**config.mk**
```make
export PLATFORM = sky130hd
export DESIGN_NAME = cpu_top
export DESIGN_NICKNAME = d
export VERILOG_FILES = /design/src/verilog/cpu8_pkg.sv /design/src/verilog/address_unit.sv /design/src/verilog/alu.sv /design/src/verilog/cpu_sequencer.sv /design/src/verilog/cpu_top.sv /design/src/verilog/register_file.sv
export SDC_FILE = /design/constraint.sdc
export NUM_CORES = 1
export LEC_CHECK = 0
export BUFFER_PORTS_ARGS = -buffer_cell sky130_fd_sc_hd__buf_4
export CORE_ASPECT_RATIO = 0.7
export CORE_MARGIN = 1
export CORE_UTILIZATION = 60
export CTS_BUF_LIST = sky130_fd_sc_hd__clkbuf_8
export CTS_CLUSTER_SIZE = 10
export DETAILED_ROUTE_END_ITERATION = 8
export GPL_ROUTABILITY_DRIVEN = 0
export GPL_TIMING_DRIVEN = 0
export PLACE_DENSITY = 0.78
export SLEW_MARGIN = 30
export SYNTH_ARGS = -nofsm -noshare
export SYNTH_HDL_FRONTEND = slang
export SYNTH_SLANG_ARGS = --single-unit
```
**constraint.sdc**
```tcl
create_clock -name clk -period 5.7 [get_ports clk]
set_clock_uncertainty 0.1 [all_clocks]
set_input_delay 0.57 -clock clk [delete_from_list [all_inputs] [get_ports clk]]
set_output_delay 0.57 -clock clk [all_outputs]
set_load 0.1 [all_outputs]
```
**src/verilog/cpu8_pkg.sv**
```systemverilog
package cpu8_pkg;

	localparam int BYTE_W = 8;
	localparam int ADDR_W = 16;
	localparam int DB_SEL_W = 4;

	typedef logic [BYTE_W-1:0] byte_t;
	typedef logic [ADDR_W-1:0] addr_t;
	typedef logic [2:0] reg_sel_t;               // 8080 register code
	typedef logic [DB_SEL_W-1:0] db_sel_t;
	typedef logic [2:0] alu_op_t;                // instruction bits 5..3
	typedef logic [BYTE_W-1:0] psr_t;

	// register code 6 is the unsupported memory operand
	localparam reg_sel_t REG_M = 3'd6;
	localparam reg_sel_t REG_A = 3'd7;

	// internal data bus sources and destinations
	localparam db_sel_t DB_NONE = 4'h0;
	localparam db_sel_t DB_AL_LO = 4'h1;
	localparam db_sel_t DB_AL_HI = 4'h2;
	localparam db_sel_t DB_PC_HI = 4'h3;
	localparam db_sel_t DB_ALU = 4'h4;           // result as source, operand latch as dest
	localparam db_sel_t DB_MEM = 4'h5;
	localparam db_sel_t DB_A = {1'b1, REG_A};    // 8..f name the registers

	// flag byte layout
	localparam int FLAG_S = 7;
	localparam int FLAG_Z = 6;
	localparam int FLAG_P = 2;
	localparam int FLAG_C = 0;
	localparam psr_t PSR_RESET = 8'h02;          // bit 1 always reads one

	localparam alu_op_t ALU_ADD = 3'd0;
	localparam alu_op_t ALU_ADC = 3'd1;
	localparam alu_op_t ALU_SUB = 3'd2;
	localparam alu_op_t ALU_SBB = 3'd3;
	localparam alu_op_t ALU_AND = 3'd4;
	localparam alu_op_t ALU_XOR = 3'd5;
	localparam alu_op_t ALU_OR = 3'd6;
	localparam alu_op_t ALU_CMP = 3'd7;

	// fixed opcodes
	localparam byte_t OP_HLT = 8'h76;
	localparam byte_t OP_JMP = 8'hc3;
	localparam byte_t OP_STA = 8'h32;

	// patterns compared after masking out bits 5..3
	localparam byte_t OP_FIELD_MASK = 8'h38;
	localparam byte_t OP_JCC = 8'hc2;
	localparam byte_t OP_MVI = 8'h06;
	localparam byte_t OP_ALUI = 8'hc6;

endpackage

```
**src/verilog/address_unit.sv**
```systemverilog
`timescale 1ns/1ps
module address_unit import cpu8_pkg::*; (
	input logic clk,
	input logic rst_n,
	input byte_t db,
	input db_sel_t db_dst,
	input logic pc_inc,
	input logic pc_jump,
	input logic addr_sel,
	output addr_t memory_addr
);

	addr_t pc;
	addr_t al;
	logic pc_load;

	// the high address byte arrives last and the low byte already sits in the latch
	assign pc_load = pc_jump && db_dst == DB_PC_HI;

	always_ff @(posedge clk or negedge rst_n) begin
		if (!rst_n) begin
			pc <= '0;
		end else if (pc_load) begin
			pc <= {db, al[7:0]};
		end else if (pc_inc) begin
			pc <= pc + 1'b1;
		end
	end

	always_ff @(posedge clk or negedge rst_n) begin
		if (!rst_n) begin
			al <= '0;
		end else begin
			if (db_dst == DB_AL_LO)
				al[7:0] <= db;
			if (db_dst == DB_AL_HI)
				al[15:8] <= db;
		end
	end

	assign memory_addr = addr_sel ? al : pc;

endmodule

```
**src/verilog/alu.sv**
```systemverilog
`timescale 1ns/1ps
module alu import cpu8_pkg::*; (
	input logic clk,
	input logic rst_n,
	input byte_t acc,
	input byte_t operand,
	input alu_op_t alu_op,
	input logic flags_we,
	output byte_t alu_result,
	output psr_t psr
);

	logic carry_in;
	logic carry_out;
	psr_t psr_next;

	assign carry_in = psr[FLAG_C];

	always_comb begin
		carry_out = 1'b0;
		case (alu_op)
			ALU_ADD: {carry_out, alu_result} = {1'b0, acc} + {1'b0, operand};
			ALU_ADC: {carry_out, alu_result} = {1'b0, acc} + {1'b0, operand} + carry_in;
			ALU_SUB, ALU_CMP: begin
				{carry_out, alu_result} = {1'b0, acc} - {1'b0, operand};   // carry is borrow
			end
			ALU_SBB: {carry_out, alu_result} = {1'b0, acc} - {1'b0, operand} - carry_in;
			ALU_AND: alu_result = acc & operand;
			ALU_XOR: alu_result = acc ^ operand;
			ALU_OR: alu_result = acc | operand;
			default: alu_result = acc;
		endcase
	end

	always_comb begin
		psr_next = PSR_RESET;
		psr_next[FLAG_S] = alu_result[7];
		psr_next[FLAG_Z] = alu_result == '0;
		psr_next[FLAG_P] = ~^alu_result;         // even parity
		psr_next[FLAG_C] = carry_out;
	end

	always_ff @(posedge clk or negedge rst_n) begin
		if (!rst_n)
			psr <= PSR_RESET;
		else if (flags_we)
			psr <= psr_next;
	end

endmodule

```
**src/verilog/cpu_sequencer.sv**
```systemverilog
`timescale 1ns/1ps
module cpu_sequencer import cpu8_pkg::*; (
	input logic clk,
	input logic rst_n,
	input byte_t memory_rdata,
	input logic memory_done,
	input psr_t psr,
	output logic memory_read,
	output logic memory_write,
	output logic addr_sel,
	output logic pc_inc,
	output logic pc_jump,
	output db_sel_t db_src,
	output db_sel_t db_dst,
	output alu_op_t alu_op,
	output logic flags_we,
	output logic cpu_halted
);

	typedef enum logic [3:0] {
		ST_FETCH, ST_DECODE, ST_MOVE, ST_IMM, ST_OPERAND,
		ST_EXEC, ST_ADDR_LO, ST_ADDR_HI, ST_STORE, ST_HALT
	} state_t;

	state_t state;
	state_t next_state;
	byte_t ir;
	reg_sel_t src_reg;
	reg_sel_t dst_reg;
	logic i_mov, i_mvi, i_alu, i_alui;
	logic i_jmp, i_jcc, i_sta, i_hlt;
	logic condition;
	logic step_done;
	db_sel_t dst_raw;
	logic inc_raw;
	logic jump_raw;
	logic flags_raw;

	assign src_reg = ir[2:0];
	assign dst_reg = ir[5:3];
	assign alu_op = ir[5:3];

	assign i_hlt = ir == OP_HLT;
	assign i_mov = ir[7:6] == 2'b01 && src_reg != REG_M && dst_reg != REG_M;
	assign i_mvi = (ir & ~OP_FIELD_MASK) == OP_MVI && dst_reg != REG_M;
	assign i_alu = ir[7:6] == 2'b10 && src_reg != REG_M;
	assign i_alui = (ir & ~OP_FIELD_MASK) == OP_ALUI;
	assign i_jmp = ir == OP_JMP;
	assign i_jcc = (ir & ~OP_FIELD_MASK) == OP_JCC;
	assign i_sta = ir == OP_STA;

	always_comb begin
		case (ir[5:3])
			3'd0: condition = !psr[FLAG_Z];      // nz
			3'd1: condition = psr[FLAG_Z];
			3'd2: condition = !psr[FLAG_C];      // nc
			3'd3: condition = psr[FLAG_C];
			3'd4: condition = !psr[FLAG_P];      // po
			3'd5: condition = psr[FLAG_P];
			3'd6: condition = !psr[FLAG_S];      // p
			default: condition = psr[FLAG_S];
		endcase
	end

	always_comb begin
		next_state = ST_FETCH;
		case (state)
			ST_FETCH: next_state = ST_DECODE;
			ST_DECODE: begin
				if (i_hlt)
					next_state = ST_HALT;
				else if (i_mov)
					next_state = ST_MOVE;
				else if (i_mvi)
					next_state = ST_IMM;
				else if (i_alu || i_alui)
					next_state = ST_OPERAND;
				else if (i_jmp || i_jcc || i_sta)
					next_state = ST_ADDR_LO;
			end
			ST_OPERAND: next_state = ST_EXEC;
			ST_ADDR_LO: next_state = ST_ADDR_HI;
			ST_ADDR_HI: next_state = i_sta ? ST_STORE : ST_FETCH;
			ST_HALT: next_state = ST_HALT;
			default: next_state = ST_FETCH;
		endcase
	end

	always_comb begin
		memory_read = 1'b0;
		memory_write = 1'b0;
		addr_sel = 1'b0;
		db_src = DB_NONE;
		dst_raw = DB_NONE;
		inc_raw = 1'b0;
		jump_raw = 1'b0;
		flags_raw = 1'b0;
		case (state)
			ST_FETCH: begin
				memory_read = 1'b1;
				db_src = DB_MEM;
				inc_raw = 1'b1;
			end
			ST_MOVE: begin
				db_src = {1'b1, src_reg};
				dst_raw = {1'b1, dst_reg};
			end
			ST_IMM: begin
				memory_read = 1'b1;
				db_src = DB_MEM;
				dst_raw = {1'b1, dst_reg};
				inc_raw = 1'b1;
			end
			ST_OPERAND: begin
				memory_read = i_alui;
				db_src = i_alui ? DB_MEM : {1'b1, src_reg};
				dst_raw = DB_ALU;
				inc_raw = i_alui;
			end
			ST_EXEC: begin
				db_src = DB_ALU;
				dst_raw = alu_op == ALU_CMP ? DB_NONE : DB_A;
				flags_raw = 1'b1;
			end
			ST_ADDR_LO: begin
				memory_read = 1'b1;
				db_src = DB_MEM;
				dst_raw = DB_AL_LO;
				inc_raw = 1'b1;
			end
			ST_ADDR_HI: begin
				memory_read = 1'b1;
				db_src = DB_MEM;
				inc_raw = 1'b1;
				if (i_sta) begin
					dst_raw = DB_AL_HI;
				end else if (i_jmp || condition) begin
					dst_raw = DB_PC_HI;
					jump_raw = 1'b1;
				end
			end
			ST_STORE: begin
				memory_write = 1'b1;
				addr_sel = 1'b1;                 // latched operand address
				db_src = DB_A;
			end
			default: begin
			end
		endcase
	end

	// a step without a strobe ends in its first clock
	assign step_done = !(memory_read || memory_write) || memory_done;

	assign db_dst = step_done ? dst_raw : DB_NONE;
	assign pc_inc = step_done && inc_raw;
	assign pc_jump = step_done && jump_raw;
	assign flags_we = step_done && flags_raw;
	assign cpu_halted = state == ST_HALT;

	always_ff @(posedge clk or negedge rst_n) begin
		if (!rst_n) begin
			state <= ST_FETCH;
			ir <= '0;
		end else if (step_done) begin
			state <= next_state;
			if (state == ST_FETCH)
				ir <= memory_rdata;
		end
	end

endmodule

```
**src/verilog/cpu_top.sv**
```systemverilog
`timescale 1ns/1ps
module cpu_top import cpu8_pkg::*; (
	input logic clk,
	input logic rst_n,
	output logic memory_read,
	output logic memory_write,
	output addr_t memory_addr,
	output byte_t memory_wdata,
	input byte_t memory_rdata,
	input logic memory_done,
	output logic cpu_halted
);

	db_sel_t db_src;
	db_sel_t db_dst;
	alu_op_t alu_op;
	logic flags_we;
	logic pc_inc;
	logic pc_jump;
	logic addr_sel;
	byte_t db;
	byte_t acc;
	byte_t operand;
	byte_t alu_result;
	psr_t psr;

	cpu_sequencer u_sequencer (
		.clk(clk),
		.rst_n(rst_n),
		.memory_rdata(memory_rdata),
		.memory_done(memory_done),
		.psr(psr),
		.memory_read(memory_read),
		.memory_write(memory_write),
		.addr_sel(addr_sel),
		.pc_inc(pc_inc),
		.pc_jump(pc_jump),
		.db_src(db_src),
		.db_dst(db_dst),
		.alu_op(alu_op),
		.flags_we(flags_we),
		.cpu_halted(cpu_halted)
	);

	address_unit u_address_unit (
		.clk(clk),
		.rst_n(rst_n),
		.db(db),
		.db_dst(db_dst),
		.pc_inc(pc_inc),
		.pc_jump(pc_jump),
		.addr_sel(addr_sel),
		.memory_addr(memory_addr)
	);

	register_file u_register_file (
		.clk(clk),
		.rst_n(rst_n),
		.db_src(db_src),
		.db_dst(db_dst),
		.memory_rdata(memory_rdata),
		.alu_result(alu_result),
		.db(db),
		.acc(acc),
		.operand(operand)
	);

	alu u_alu (
		.clk(clk),
		.rst_n(rst_n),
		.acc(acc),
		.operand(operand),
		.alu_op(alu_op),
		.flags_we(flags_we),
		.alu_result(alu_result),
		.psr(psr)
	);

	assign memory_wdata = db;                    // store data comes off the internal bus

endmodule

```
**src/verilog/register_file.sv**
```systemverilog
`timescale 1ns/1ps
module register_file import cpu8_pkg::*; (
	input logic clk,
	input logic rst_n,
	input db_sel_t db_src,
	input db_sel_t db_dst,
	input byte_t memory_rdata,
	input byte_t alu_result,
	output byte_t db,
	output byte_t acc,
	output byte_t operand
);

	byte_t regs [0:7];                           // slot 6 is never written
	reg_sel_t src_sel;
	reg_sel_t dst_sel;
	logic dst_is_reg;

	assign src_sel = db_src[2:0];
	assign dst_sel = db_dst[2:0];
	assign dst_is_reg = db_dst[3] && dst_sel != REG_M;

	always_comb begin
		case (db_src)
			DB_MEM: db = memory_rdata;
			DB_ALU: db = alu_result;
			default: db = db_src[3] ? regs[src_sel] : '0;
		endcase
	end

	always_ff @(posedge clk or negedge rst_n) begin
		if (!rst_n) begin
			for (int i = 0; i < 8; i++)
				regs[i] <= '0;
			operand <= '0;
		end else begin
			if (dst_is_reg)
				regs[dst_sel] <= db;
			if (db_dst == DB_ALU)
				operand <= db;                   // second alu input
		end
	end

	assign acc = regs[REG_A];

endmodule
```
; ---- Word-level counts from Yosys, hierarchy flattened
; Index checks and enable logic that the tools add are counted.
[classes]
n_addsub = 5
n_mul = 0
div = 0
n_lt_le_gt_ge = 3
eq_ne = 33
shifts = 0
n_mux = 34
bitwise = 5
n_reduce_logical = 30
[ops]
columns = operator, n
row1 = 64-bit bitwise mux, 1
row2 = 8-bit one-hot mux with 7 select lines, 1
row3 = 16-bit two-way mux, 3
row4 = 4-bit one-hot mux with 5 select lines, 2
row5 = 4-bit two-way mux, 9
row6 = 8-bit two-way mux, 4
row7 = 4-bit by 3-bit equality test with 1-bit output (second input constant), 7
row8 = 8-bit binary-select mux with 3-bit select, 1
row9 = 8-bit demux with 3-bit select, 1
row10 = 4-bit one-hot mux with 6 select lines, 1
row11 = 16-bit by 1-bit adder with 16-bit output (second input constant), 1
row12 = 4-bit by 2-bit equality test with 1-bit output (second input constant), 4
row13 = 8-bit one-hot mux with 2 select lines, 1
row14 = 3-bit equality test (second input constant), 4
row15 = 5-bit equality test (second input constant), 2
row16 = 1-bit logical AND, 10
row17 = 8-bit by 8-bit adder with 9-bit output, 1
row18 = 9-bit by 1-bit adder with 9-bit output, 1
row19 = 3-bit != test (second input constant), 3
row20 = 8-bit by 8-bit subtractor with 9-bit output, 1
row21 = 9-bit by 1-bit subtractor with 9-bit output, 1
row22 = 8-bit AND, 1
row23 = 4-bit by 1-bit equality test with 1-bit output (second input constant), 2
row24 = 4-bit equality test (second input constant), 2
row25 = other kinds (29), 46
[word_totals]
regBits = 120
latchBits = 0
ram_bits = 0
rom_bits = 0
inputBits = 11
word_cells = 125
n_memories = 0

; ---- Depth between registers and ports, before layout
[depth]
ltp_word = 13
depth_mapped = 16

; ---- Hierarchy
; Synthesis repeated with hierarchy kept, for this count alone.
[unflattened]
hier_cells = 925
area_unflattened_um2 = 8514.4
[by_module_without_submodules]
columns = mod, n_inst, cells_each, area_per_inst_um2, seq_area_each_um2
row1 = register_file, 1, 331, 3470.8, 1801.7
row2 = alu, 1, 296, 2147.1, 100.1
row3 = address_unit, 1, 158, 1679.1, 800.8
row4 = cpu_sequencer, 1, 140, 1217.4, 300.3

; ---- Least setup slack after synthesis
; OpenSTA, ideal clock, no wires.
[synth_path]
kind = register to output
start = register u_register_file.regs (netlist bit u_register_file.acc[0])
end = output port memory_wdata[7]
t_arrival_ns = 4.204
required_time_ns = 5.030
path_slack_ns = 0.826
path_stages_with_launch = 12
path_buffers = 0
path_cell_list = dfrtp_1 -> inv_1 -> ha_1 -> fa_1 -> or2_2 -> a211o_1 -> a211oi_1 -> nor3_1 -> or4_1 -> nand2_1 -> a21oi_1 -> o21bai_1
[synth_via]
elab_chain_cells = 4
word_cells_on_any_way = 6
cone_classes = 4 x add/sub / 2 x mux
[synth_lines]
columns = item, line
row1 = "start, declared", register_file.sv:14  ; byte_t regs [0:7];
row2 = "start signal, assigned by index", register_file.sv:34  ; regs[i] <= '0;
row3 = "start signal, assigned by index", register_file.sv:38  ; regs[dst_sel] <= db;
row4 = 8-bit by 8-bit subtractor with 9-bit output or 8-bit by 8-bit adder with 9-bit output (tied branches), n/a
row5 = 9-bit by 1-bit subtractor with 9-bit output or 9-bit by 1-bit adder with 9-bit output (tied branches), "alu.sv:27, alu.sv:23"
row6 = 8-bit one-hot mux with 7 select lines (*), alu.sv:21  ; case (alu_op)
row7 = 8-bit one-hot mux with 2 select lines (*), register_file.sv:24  ; case (db_src)
row8 = "end, declared", cpu_top.sv:8  ; output byte_t memory_wdata,
; Mark *: on every way between the ends. The rest lies on a longest branch, timed or not.

; ---- Worst setup path in the final report
[layout_path]
start = register u_register_file.regs (netlist bit u_register_file.acc[5])
end = output port memory_wdata[5]
[layout_via]
elab_chain_cells = 5
word_cells_on_any_way = 13
cone_classes = 4 x add/sub / 6 x mux / 3 x bitwise
[layout_lines]
columns = item, line
row1 = "parallel branches: the longest is 4 deep, another holds 8-bit by 8-bit subtractor with 9-bit output", n/a
row2 = 8-bit one-hot mux with 2 select lines (*), register_file.sv:24
; Mark *: on every way between the ends. The select of a mux whose other input is x is not followed.

==> flow_summary.json <==
{
  "layout_min_cycle_time_ps": 4980,
  "hold_slack_ps": 281,
  "antenna_left": 0,
  "hold_viol": 0,
  "cp-start-kind": "flip-flop",
  "die-area_um2": 14500,
  "grt_usage_pct": 35.2,
  "dieHeight_um": 101,
  "cp.required_ps": 5030,
  "drt_iter0_drc": 922,
  "htree_levels": 4,
  "cts_tree": "done",
  "ios": 38,
  "async_flop_share_pct": 100,
  "synth.top_cells.by_area": "dfrtp_1 (36%), mux2_2 (13%), nand2_1 (5.0%)",
  "cts.clk_slew.worst_paths_ps": 80,
  "vias": 7390,
  "ys_top_cells_by_count": "dfrtp_1 (120), nand2_1 (111), mux2_2 (94)",
  "antenna_found_initial": 0,
  "cts-hold-fix-buffers": 1,
  "yosysTopAreaCell": "dfrtp_1",
  "crit_path_max_fanout": 10,
  "cts_resized": 0,
  "via_per_inst": 6.35,
  "slew_headroom_pct": 35.9,
  "synth_seq_cells": 120,
  "avgRoutedWirePerCell_um": 20.6,
  "initial_core_util_pct": 62.7,
  "cts_buffers": 17,
  "syn_to_final_growth_pct": 11.8,
  "first_pass_iters": 5,
  "post-dp-hpwl_mm": 17.9,
  "io_buffers": 36,
  "cp_cell_sequence": "inv_1 > ha_1 > clkbuf_1 > or2_2 > a2111oi_0 > a211oi_2 > xnor2_1 > nand2_1 > a21boi_1 > o31ai_2 > buf_4",
  "finalMaxSlewViolations": 0,
  "wirelength_mm": 23.9,
  "synth_edf_count": 0,
  "drc_errors": 0,
  "tns_ps": 0,
  "rsz0062_at_grt": "false",
  "finalNetCount": 1011,
  "ys_warn_count": 0,
  "diodes": 0,
  "grt_pass1_wl_mm": 38.1,
  "rows": 35,
  "critPathBufInv": 3,
  "cts.sinks": 120,
  "status": "finished, final reports clean",
  "cp_slowest_cell": "a2111oi_0",
  "synth.distinct_cells": 84,
  "worst_pin_slew_ps": 962,
  "worst_path_largest_cell_delay_ps": 730,
  "cts_setup_buffers": 0,
  "synthCells": 908,
  "cp.arrival_ps": 4310,
  "synth.most_common_cell": "dfrtp_1",
  "setup_violations": 0,
  "grt_max_degree": 89,
  "synth_top_area_share_pct": 35.8,
  "cts.path.max_buffers": 2,
  "synthFlopType": "dfrtp_1",
  "die_w_um": 143,
  "critical-path-top-delay-family": "compound AO/OA/AOI/OAI gates",
  "avgSynthCellArea_um2": 9.25,
  "crit_type": "flip-flop to output port",
  "drive_above_1_share_pct": 23.2,
  "netlist_area_um2": 8400,
  "first_global_vias": 6906,
  "maxCapViolations": 0,
  "fmax_mhz": 201,
  "synth_nets": 954,
  "clock-root-buffer": "clkbuf_8",
  "fin_crit_sh_pct": 87.4,
  "hold_path_class": "primary input to flip-flop",
  "coreArea_um2": 13400,
  "endpoint_kind": "output port",
  "clock_latency_ps": 450,
  "yosysSeqAreaShare_pct": 35.8,
  "grt_overflow": 0
}
[layout by cell type (no fill, tap or decap), types with 8 or more instances in the layout]
cell       instances
or2_2             13
nand3_1           40
nor3_1             9
buf_2             10
clkbuf_8          17
a2111oi_0          8
and3_1            12
clkbuf_1          34
o21ai_0           44
nor2b_1           13
o211ai_1          16
o22ai_1           11
xor2_1            17
dfrtp_1          120
nand2b_1          13
nor2_1            60
xnor2_1           19
inv_1             37
a31oi_1            9
nand2_1          111
mux2_2            94
a21oi_1           31
ha_1              33
mux2i_1            9
buf_4             35
a211oi_1           9
[flip-flops by register name, indices dropped and copies added, names as in the netlist]
| signal | count |
|---|---|
| u_register_file.acc | 8 |
| u_address_unit.al | 16 |
| u_sequencer.state | 4 |
| u_sequencer.ir | 8 |
| u_alu.psr | 4 |
| u_register_file.regs | 56 |
| u_register_file.operand | 8 |
| u_address_unit.pc | 16 |
[through the flow]
stage	area (um^2)	setup WS, ps	instances	utilization, %
after floorplan	8400	826	908	-
after detailed placement	8940	1300	1130	66.7
after global placement	8900	1370	1129	66.4
after CTS	9390	810	1163	70.1
final	9390	716	1163	70.1
after global routing	9390	569	1163	70.1
[path summary, 6_finish.rpt]
path,cells past startpoint,to,from,slack [ps]
max,11,memory_wdata[5],u_register_file.acc[5]$_DFFE_PN0P_,720
min,2,u_sequencer.ir[6]$_DFFE_PN0P_,memory_rdata[6],280
min reg2reg,1,u_register_file.regs[9]$_DFFE_PN0P_,u_register_file.regs[9]$_DFFE_PN0P_,370
max reg2reg,15,u_alu.psr[2]$_DFFE_PN0P_,u_register_file.acc[0]$_DFFE_PN0P_,1110
min in group asynchronous,2,u_alu.psr[2]$_DFFE_PN0P_,rst_n,470
max in group asynchronous,3,u_register_file.regs[37]$_DFFE_PN0P_,rst_n,4320
[final cells by class]
cell class,instances,area [um^2]
Multi-Input combinational cell,696,5000
Buffer,53,256
Timing Repair Buffer,38,315
Sequential cell,120,3000
Fill cell,1105,4010
Clock inverter,15,203
Inverter,39,149
Clock buffer,17,234
Tap cell,185,231
[kinds of logic after synthesis]
family,share of synthesized area (%)
AOI/OAI and AO/OA,16.6
xor gates and xnor gates,3.76
adders and majority gates,5.39
buffers and inverters,4.83
DFF,35.8
muxes,14.9
and+or+nand+nor,18.7
[per-layer routing]
| metal | vias up | wire length (um) | global-route usage [%] |
|---|---|---|---|
| met1 | 3640 | 11500 | 54.4 |
| met4 | 0 | 229 | 8.02 |
| met5 | - | 0 | 0 |
| met3 | 28 | 2520 | 10.4 |
| li1 | 3380 | - | - |
| met2 | 342 | 9660 | 47.3 |
[worst reg2reg max path: stages, from the launching register on]
cell and delay [ps]:
dfrtp_1 380, inv_1 80, ha_1 250, fa_1 590, ha_1 250, nand2b_1 70, a2111oi_0 570, o211ai_1 300
or4_1 540, nand3_1 110, a31o_2 120, nand2_1 70, ha_1 330, xnor2_1 150, xnor2_1 390, o21ai_0 150
Power is left out: the tool's default activity adds up to more than one toggle a clock period on the data nets, which glitch-free logic cannot reach.
